$ cat src/design/mmuFaults.sv
package mmuFaults;

  // FSR status encodings, listed in priority order
  typedef enum logic [3:0] {
    VECTORFAULT = 4'b0000,
    ALIGNFAULT  = 4'b0001, // Any 00x1 reads as alignment
    TSFAULT     = 4'b0101, // Translation, section
    TPFAULT     = 4'b0111, // Translation, page
    PSFAULT     = 4'b1101, // Permission, section
    PPFAULT     = 4'b1111, // Permission, page
    NOFAULT     = 4'b1000  // External abort code, free here
  } faultCode;

  // What the core sees on an abort
  typedef struct packed {
    faultCode    code;
    logic [31:0] faultAddr; // Virtual address of the failing access
  } faultStatus;

endpackage

$ cat src/design/mmuTypes.sv
package mmuTypes;

  // Virtual address split for a two-level walk
  typedef struct packed {
    logic [11:0] l1Index;    // First-level table index
    logic [7:0]  l2Index;    // Coarse table index
    logic [11:0] pageOffset;
  } virtAddr;

  // One translation request from the core
  typedef struct packed {
    virtAddr va;
    logic    write;      // Store access
    logic    word;       // Word-sized access, alignment relevant
    logic    supervisor; // Privileged mode
  } accessReq;

  typedef struct packed {
    logic enable;     // Translation on
    logic alignCheck; // Alignment faults on
  } ctrlReg;

  // Low two bits of every descriptor
  typedef enum logic [1:0] {
    FAULTDESC    = 2'b00,
    COARSEDESC   = 2'b01,
    SECTIONDESC  = 2'b10, // Also small page at second level
    RESERVEDDESC = 2'b11
  } descType;

  typedef struct packed {
    logic [11:0] base;   // 1 MB section base
    logic [7:0]  sbz;
    logic [1:0]  ap;
    logic [7:0]  unused; // Domain and cache bits not modeled
    descType     dType;
  } sectionDesc;

  typedef struct packed {
    logic [21:0] tableBase; // Coarse table, 1 KB aligned
    logic [7:0]  unused;
    descType     dType;
  } coarseDesc;

  // Same fetched word, two readings
  typedef union packed {
    sectionDesc section;
    coarseDesc  coarse;
  } l1Desc;

  typedef struct packed {
    logic [19:0] base;   // 4 KB page base
    logic [5:0]  unused;
    logic [1:0]  ap;     // Single AP for the whole page
    logic [1:0]  cb;
    descType     dType;
  } pageDesc;

  typedef struct packed {
    logic        valid;
    logic        isSection; // Match on top 12 tag bits only
    logic [19:0] vTag;
    logic [19:0] pPage;
    logic [1:0]  ap;
  } tlbEntry;

endpackage
$ cat src/design/mmu.sv
`timescale 1ns/1ps

module mmu #(
  parameter int tlbEntries = 16
) (
  input  logic                  clk,
  input  logic                  arstN,
  input  logic                  requestPa,
  input  mmuTypes::accessReq    req,
  input  mmuTypes::ctrlReg      control,
  input  logic [17:0]           tBase,
  input  logic                  hReady,
  input  logic [31:0]           hRData,
  output logic                  hRequest,
  output logic [31:0]           hAddr,
  output logic                  paReady,
  output logic [19:0]           physPage,
  output logic                  abort,
  output mmuFaults::faultStatus status
);

  typedef enum logic [1:0] {idle, lookup, walking, result} ctlState;

  ctlState             state;
  logic                busy;       // Requests dropped while set
  mmuTypes::accessReq  curReq;
  mmuTypes::ctrlReg    curCtrl;    // Control sampled with the request
  logic                hit;
  mmuTypes::tlbEntry   hitEntry;
  mmuTypes::tlbEntry   fillEntry;
  mmuTypes::tlbEntry   finalEntry;
  logic                fillValid;
  logic                walkFault;
  mmuFaults::faultCode walkCode;
  logic                startWalk;
  logic                evaluate;
  logic                bypass;
  logic                alignFault;

  assign busy       = (state == lookup) || (state == walking);
  assign bypass     = !curCtrl.enable;
  assign alignFault = curCtrl.alignCheck && curReq.word && (curReq.va.pageOffset[1:0] != 2'b00);
  // Walk only when nothing else settles the lookup cycle
  assign startWalk  = (state == lookup) && !bypass && !alignFault && !hit;
  assign evaluate   = ((state == lookup) && !startWalk) ||
                      ((state == walking) && (fillValid || walkFault));
  assign finalEntry = (state == walking) ? fillEntry : hitEntry;

  always_ff @(posedge clk or negedge arstN) begin
    if (!arstN) begin
      state <= idle;
    end else begin
      case (state)
        idle, result: state <= requestPa ? lookup : idle; // New request right after paReady
        lookup:       state <= startWalk ? walking : result;
        walking:      if (fillValid || walkFault) state <= result;
        default:      state <= idle;
      endcase
    end
  end

  always_ff @(posedge clk) begin
    if (requestPa && !busy) begin
      curReq  <= req;
      curCtrl <= control;
    end
  end

  tlb #(.tlbEntries(tlbEntries)) tlbInst (
    .clk, .arstN, .lookupTag({curReq.va.l1Index, curReq.va.l2Index}),
    .hit, .hitEntry, .fillValid, .fillEntry
  );

  tableWalker walkerInst (
    .clk, .arstN, .startWalk, .vAddr(curReq.va), .tBase, .hReady, .hRData,
    .hRequest, .hAddr, .fillValid, .fillEntry, .walkFault, .walkCode
  );

  faultCheck checkInst (
    .clk, .arstN, .evaluate, .req(curReq), .entry(finalEntry), .bypass, .alignFault,
    .walkFault, .walkCode, .paReady, .physPage, .abort, .status
  );

endmodule

$ cat src/design/faultCheck.sv
`timescale 1ns/1ps

module faultCheck (
  input  logic                  clk,
  input  logic                  arstN,
  input  logic                  evaluate,   // Result due next cycle
  input  mmuTypes::accessReq    req,
  input  mmuTypes::tlbEntry     entry,      // Hit or fresh fill
  input  logic                  bypass,     // Translation off
  input  logic                  alignFault,
  input  logic                  walkFault,
  input  mmuFaults::faultCode   walkCode,
  output logic                  paReady,
  output logic [19:0]           physPage,
  output logic                  abort,
  output mmuFaults::faultStatus status
);

  logic                permOk;
  logic [19:0]         pageOut;
  mmuFaults::faultCode code;

  // AP decode
  always_comb begin
    case (entry.ap)
      2'b00:   permOk = 1'b0;                          // No access
      2'b01:   permOk = req.supervisor;                // Supervisor only
      2'b10:   permOk = req.supervisor || !req.write;  // User read-only
      default: permOk = 1'b1;                          // Full access
    endcase
  end

  // Priority: alignment, walk, permission
  always_comb begin
    code = mmuFaults::NOFAULT;
    if (alignFault) begin
      code = mmuFaults::ALIGNFAULT;
    end else if (bypass) begin
      code = mmuFaults::NOFAULT;
    end else if (walkFault) begin
      code = walkCode;
    end else if (!permOk) begin
      code = entry.isSection ? mmuFaults::PSFAULT : mmuFaults::PPFAULT;
    end
  end

  // Section page keeps VA bits 19:12
  always_comb begin
    if (bypass) begin
      pageOut = {req.va.l1Index, req.va.l2Index};
    end else if (entry.isSection) begin
      pageOut = {entry.pPage[19:8], req.va.l2Index};
    end else begin
      pageOut = entry.pPage;
    end
  end

  always_ff @(posedge clk or negedge arstN) begin
    if (!arstN) begin
      paReady <= 1'b0;
      abort   <= 1'b0;
    end else begin
      paReady <= evaluate; // One-cycle pulse
      abort   <= evaluate && (code != mmuFaults::NOFAULT);
    end
  end

  always_ff @(posedge clk) begin
    if (evaluate) begin
      physPage         <= pageOut;
      status.code      <= code;
      status.faultAddr <= req.va; // FAR
    end
  end

endmodule

$ cat src/design/tlb.sv
`timescale 1ns/1ps

module tlb #(
  parameter int tlbEntries = 16
) (
  input  logic              clk,
  input  logic              arstN,
  input  logic [19:0]       lookupTag,
  output logic              hit,
  output mmuTypes::tlbEntry hitEntry,
  input  logic              fillValid,
  input  mmuTypes::tlbEntry fillEntry
);

  localparam int idxW = $clog2(tlbEntries);

  mmuTypes::tlbEntry     entries [tlbEntries];
  logic [tlbEntries-1:0] validBits; // Cleared on reset
  logic [tlbEntries-1:0] match;
  logic [idxW-1:0]       hitIdx;
  logic [idxW-1:0]       fillPtr;   // Round-robin victim

  // All slots compared at once
  always_comb begin
    for (int i = 0; i < tlbEntries; i++) begin
      if (entries[i].isSection) begin
        // Section covers 256 pages
        match[i] = validBits[i] && (entries[i].vTag[19:8] == lookupTag[19:8]);
      end else begin
        match[i] = validBits[i] && (entries[i].vTag == lookupTag);
      end
    end
  end

  // Lowest matching slot wins
  always_comb begin
    hitIdx = '0;
    for (int i = tlbEntries - 1; i >= 0; i--) begin
      if (match[i]) begin
        hitIdx = idxW'(i);
      end
    end
  end

  assign hit = |match;

  always_comb begin
    hitEntry       = entries[hitIdx];
    hitEntry.valid = hit; // Stored valid bit lives in validBits
  end

  // Valid bits and replacement pointer
  always_ff @(posedge clk or negedge arstN) begin
    if (!arstN) begin
      validBits <= '0;
      fillPtr   <= '0;
    end else if (fillValid) begin
      validBits[fillPtr] <= fillEntry.valid;
      fillPtr            <= fillPtr + 1'b1; // Wraps, size is a power of two
    end
  end

  // Entry storage
  always_ff @(posedge clk) begin
    if (fillValid) begin
      entries[fillPtr] <= fillEntry;
    end
  end

endmodule

$ cat src/design/tableWalker.sv
`timescale 1ns/1ps

module tableWalker (
  input  logic                clk,
  input  logic                arstN,
  input  logic                startWalk,
  input  mmuTypes::virtAddr   vAddr,
  input  logic [17:0]         tBase,
  input  logic                hReady,
  input  logic [31:0]         hRData,
  output logic                hRequest,
  output logic [31:0]         hAddr,
  output logic                fillValid,
  output mmuTypes::tlbEntry   fillEntry,
  output logic                walkFault,
  output mmuFaults::faultCode walkCode
);

  typedef enum logic [1:0] {
    idle,
    l1Read,
    l2Read,
    done
  } walkState;

  walkState          state;
  mmuTypes::l1Desc   l1Word;  // Section or coarse view
  mmuTypes::pageDesc l2Word;
  mmuTypes::tlbEntry l1Entry; // Section entry built from l1Word
  mmuTypes::tlbEntry l2Entry; // Small page entry built from l2Word
  logic              l1Ack;
  logic              l2Ack;
  logic              l1Ok;    // Section found
  logic              l2Ok;    // Small page found
  logic              toL2;    // Coarse pointer, go one level down

  assign l1Word = hRData;
  assign l2Word = hRData;

  // Bus beat completes only while we are asking
  assign l1Ack = (state == l1Read) && hRequest && hReady;
  assign l2Ack = (state == l2Read) && hRequest && hReady;

  // Type bits sit in the same place in both views
  assign l1Ok = l1Word.section.dType == mmuTypes::SECTIONDESC;
  assign toL2 = l1Word.coarse.dType == mmuTypes::COARSEDESC;
  assign l2Ok = l2Word.dType == mmuTypes::SECTIONDESC; // Small page is 10 too

  always_comb begin
    l1Entry.valid     = 1'b1;
    l1Entry.isSection = 1'b1;
    l1Entry.vTag      = {vAddr.l1Index, vAddr.l2Index};
    l1Entry.pPage     = {l1Word.section.base, 8'h00}; // Low bits from VA later
    l1Entry.ap        = l1Word.section.ap;

    l2Entry.valid     = 1'b1;
    l2Entry.isSection = 1'b0;
    l2Entry.vTag      = {vAddr.l1Index, vAddr.l2Index};
    l2Entry.pPage     = l2Word.base;
    l2Entry.ap        = l2Word.ap;
  end

  // Control FSM
  always_ff @(posedge clk or negedge arstN) begin
    if (!arstN) begin
      state     <= idle;
      hRequest  <= 1'b0;
      fillValid <= 1'b0;
      walkFault <= 1'b0;
    end else begin
      fillValid <= 1'b0; // Pulses
      walkFault <= 1'b0;
      case (state)
        idle: begin
          if (startWalk) begin
            state    <= l1Read;
            hRequest <= 1'b1;
          end
        end
        l1Read: begin
          if (l1Ack) begin
            hRequest <= 1'b0; // Drop for one cycle at least
            if (toL2) begin
              state <= l2Read;
            end else begin
              state     <= done;
              fillValid <= l1Ok;
              walkFault <= !l1Ok; // Fault or reserved
            end
          end
        end
        l2Read: begin
          if (l2Ack) begin
            hRequest  <= 1'b0;
            state     <= done;
            fillValid <= l2Ok;
            walkFault <= !l2Ok;   // Large and tiny count as faults
          end else begin
            hRequest <= 1'b1;     // Re-raise after the gap
          end
        end
        done: state <= idle; // Result pulse cycle
        default: state <= idle;
      endcase
    end
  end

  // Bus address and result payload
  always_ff @(posedge clk) begin
    if ((state == idle) && startWalk) begin
      hAddr <= {tBase, vAddr.l1Index, 2'b00}; // TTB | L1 index
    end
    if (l1Ack) begin
      hAddr     <= {l1Word.coarse.tableBase, vAddr.l2Index, 2'b00};
      fillEntry <= l1Entry;
      walkCode  <= mmuFaults::TSFAULT;
    end
    if (l2Ack) begin
      fillEntry <= l2Entry;
      walkCode  <= mmuFaults::TPFAULT;
    end
  end

endmodule

$ cat config.mk
export PLATFORM = sky130hd
export DESIGN_NAME = mmu
export DESIGN_NICKNAME = d
export VERILOG_FILES = /design/src/design/mmuFaults.sv /design/src/design/mmuTypes.sv /design/src/design/mmu.sv /design/src/design/faultCheck.sv /design/src/design/tlb.sv /design/src/design/tableWalker.sv
export SDC_FILE = /design/constraint.sdc
export NUM_CORES = 1
export LEC_CHECK = 0
export ABC_CLOCK_PERIOD_IN_PS = 5100
export BUFFER_PORTS_ARGS = -buffer_cell sky130_fd_sc_hd__buf_2
export CAP_MARGIN = 20
export CORE_MARGIN = 2
export CORE_UTILIZATION = 55
export DETAILED_ROUTE_END_ITERATION = 8
export GPL_TIMING_DRIVEN = 0
export PLACE_DENSITY = 0.79
export SYNTH_ARGS = -nofsm -noshare
export SYNTH_HDL_FRONTEND = slang
export SYNTH_SLANG_ARGS = --single-unit
export TNS_END_PERCENT = 100
$ cat constraint.sdc
create_clock -name clk -period 5.1 [get_ports clk]
set_input_delay 0.51 -clock clk [delete_from_list [all_inputs] [get_ports clk]]
set_output_delay 0.51 -clock clk [all_outputs]
set_load 0.02 [all_outputs]
==> impl_results.md <==
* Outcome: complete, no violations
* Vias in the first global route at 21400
* CP max stage delay at 0.51 ns
* Syn Std Cell Area at between 30000 and 40000 sq um
* # setup viols final at 0
* Critical path arrival at 5.41 ns
* Skew final at 0.0321 ns
* Yosys top cell area share at 71.0%
* Post-DP HPWL at about 60000 microns
* DRT Wirelength at approximately 93000 microns
* Final ANT Viol Nets at 0
* DRC viols at 0
* Core area at between 60000 and 70000 sq um
* Die height at about 260 microns
* Standard-cell rows at 93
* Max_cap viols at 0
* RePlAce Congestion at 0.957
* Clock sink count at between 800 and 900
* Fin nets at around 2600
* GRT overflow at 0
* Post-synth EDFFs at between 800 and 900
* I/O pin count at ~180
* Top FF cell, synth: edfxtp_1
* Die area at just under 70000 sq um
* CTS tree: yes
* Final hold viol count at 0
* Total Routing Usage GR at 27.4%
* Syn-to-layout area delta at 15.7%
* Clock root buffer: clkbuf_16
* Synth warnings at 0
* CP max FO at 11
* CP Data Required Time at about 5.5 ns
* Total power at a little under 20 mW
* Fin crit share at 97.7%
* Fill cell count at around 4400
* Cell variety after synth at 78
* Cell mode on critical path: buf_4
* Unrepaired setup endpoints after global routing: no
* Clock buffer depth at 3
* Layout cells sized above 1 at 23.8%
* Fin Hold WS at 0.0187 ns
* Worst-margin pin slew at 1.17 ns
* Critical path launch point type: register
* Max_slew headroom at roughly 22%
* Htree depth at 3
* Setup TNS at 0 ns
* Drt wl/cell at 27.0 microns
* Final core utilization at 64.6%
* Pleak at around 14 nW
* Setup CP Type: register to register
* Worst-path clk slew at 0.06 ns
* Fmax at 0.201 GHz
* First-pass GRT wire length at 134000 microns
* Tmin final at 4.98 ns
* Via count at 21400
* Max-slew violation count at 0
* Synth async-reset ratio at under 10%
* Via-per-instance ratio at 6.20
* Drt pass-1 iters at 6
* Initial DRC count at 2899
* Max VDD drop at 0.000349 V
* CP Capture Type: register
* Initial antenna violation count at 2
* Largest cells by area after synthesis: edfxtp_1 (71%), xnor2_1 (4.5%), mux2_2 (4.5%)
* Slowest cell on the critical path: a221oi_4
* Register bit total from synthesis at approximately 880
* Avg Cell Area, Syn at 16.2 sq um
* Initial Util at 55.8%
* CTS Buf Count at 88
* Yosys top cell by area: edfxtp_1
* PD cells at 476 nW/um^2
* Largest net degree at the start of global routing at 44
* Later-pin clock latency in the skew report at approximately 0.66 ns
* Worst hold path class: input pin to async pin
* Cells along the critical path: buf_4 > clkbuf_4 > xor2_1 > nor4_1 > a21oi_1 > or2_1 > buf_4 > o311a_1 > a221oi_4 > clkbuf_2 > buf_2 > o21ai_0 > nand3_1 > o21ai_1 > nor3_1 > o21bai_1 > a31oi_1
* Port-buffer cells at 173
* Sequential-to-total area share from yosys stat at 73.1%
* Die Wd at 260 microns
* Cells after synthesis at 2222
* Most frequent cell after synthesis: edfxtp_1
* Top cells by count, synth: edfxtp_1 (853), xnor2_1 (186), mux2_2 (143)
==> area by class of cell <==
class	count	area [sq um]	share of cell area [%]
Multi-Input combinational cell	1207	9130	21.9
Timing Repair Buffer	204	1390	3.33
Clock buffer	104	2290	5.49
Inverter	20	75.1	0.180
Clock inverter	60	678	1.62
Sequential cell	884	26400	63.2
Antenna cell	1	2.50	0.00599
Tap cell	855	1070	2.56
Buffer	109	743	1.78
==> critical path, delay by kind of cell (launching register included) <==
kind | cells | cell delay [ns]
compound gates | 7 | 1.52
xor+xnor | 1 | 0.22
buf+inv | 5 | 1.39
flops | 1 | 0.42
simple gates | 4 | 1.23
==> state kept, by name, summed over array words and instances (netlist names), 4 cells and up <==
signal,cells
tlbInst.fillPtr,4
tlbInst.validBits,16
checkInst.status,36
curReq,35
tlbInst.entries,688
walkerInst.fillEntry,43
checkInst.physPage,20
walkerInst.hAddr,30
==> through the flow <==
stage	instance area [sq um]	setup WS, ns	cells
after floorplan	36100	0.186	2223
after global placement	38000	-2.35	3251
after detailed placement	38700	-0.575	3278
after CTS	41700	0.00798	3445
after global routing	41800	0.0138	3443
final	41800	0.115	3444
==> metal layers <==
| metal | global-route usage (%) | share of wire (%) |
|---|---|---|
| met5 | 0 | 0.0097 |
| met4 | 15.2 | 6.1 |
| met3 | 4.83 | 9.4 |
| met2 | 44.9 | 48 |
| met1 | 34.7 | 36 |
==> layout by cell type (no fill, tap or decap), drive strengths merged, types with 4 or more instances in the layout <==
cell / n
or4: 11
nor3: 53
mux2i: 14
nand2: 70
mux2: 159
xor2: 131
o221ai: 5
nand4: 35
a21oi: 24
o31a: 8
bufinv: 13
o21ai: 96
nor4: 35
a41o: 6
o21bai: 13
a211oi: 5
a221oi: 4
clkinv: 40
buf: 268
ha: 11
or2: 20
nand3b: 4
nand3: 107
edfxtp: 853
o22ai: 44
nor2: 47
inv: 25
clkbuf: 149
dfrtp: 29
a31oi: 10
and2: 20
xnor2: 186
nand2b: 28
==> path summary, 6_finish.rpt <==
check / cells past startpoint / endpoint / slack (ns) / from
hold reg to reg: 0 / checkInst.status[5] / 0.42 / curReq[8]
min in group clk: 1 / curReq[20] / 0.04 / req[20]
max in group asynchronous: 1 / state[0] / 4.46 / arstN
setup / recovery: 17 / checkInst.physPage[12] / 0.12 / curReq[21]
hold / removal: 1 / tlbInst.validBits[4] / 0.02 / arstN
setup reg to reg: 17 / checkInst.physPage[12] / 0.12 / curReq[21]
==> where the power goes <==
| part | total (mW) | switching [mW] | internal [mW] |
|---|---|---|---|
| sequential | 9.75 | 0.679 | 9.07 |
| combinational | 3.45 | 2.29 | 1.16 |
| clock | 6.66 | 2.76 | 3.90 |
| total | 19.9 | 5.74 | 14.1 |
==> cells by family after synthesis <==
kind of cell / synth area share, %
and+or+nand+nor: 6.59
AOI/OAI and AO/OA: 4.63
adders and majority gates: 0.381
other: 0.0104
buffers and inverters: 2.25
muxes: 5.35
DFF: 73.1
xor gates and xnor gates: 7.69
==> repair_timing <==
item	in CTS	in global routing
pin swaps	1	1
setup endpoints to repair	20	12
resized for setup	10	20
hold buffers	0	0
setup buffers	3	1
Note: power is estimated with default switching activity, not from simulation.
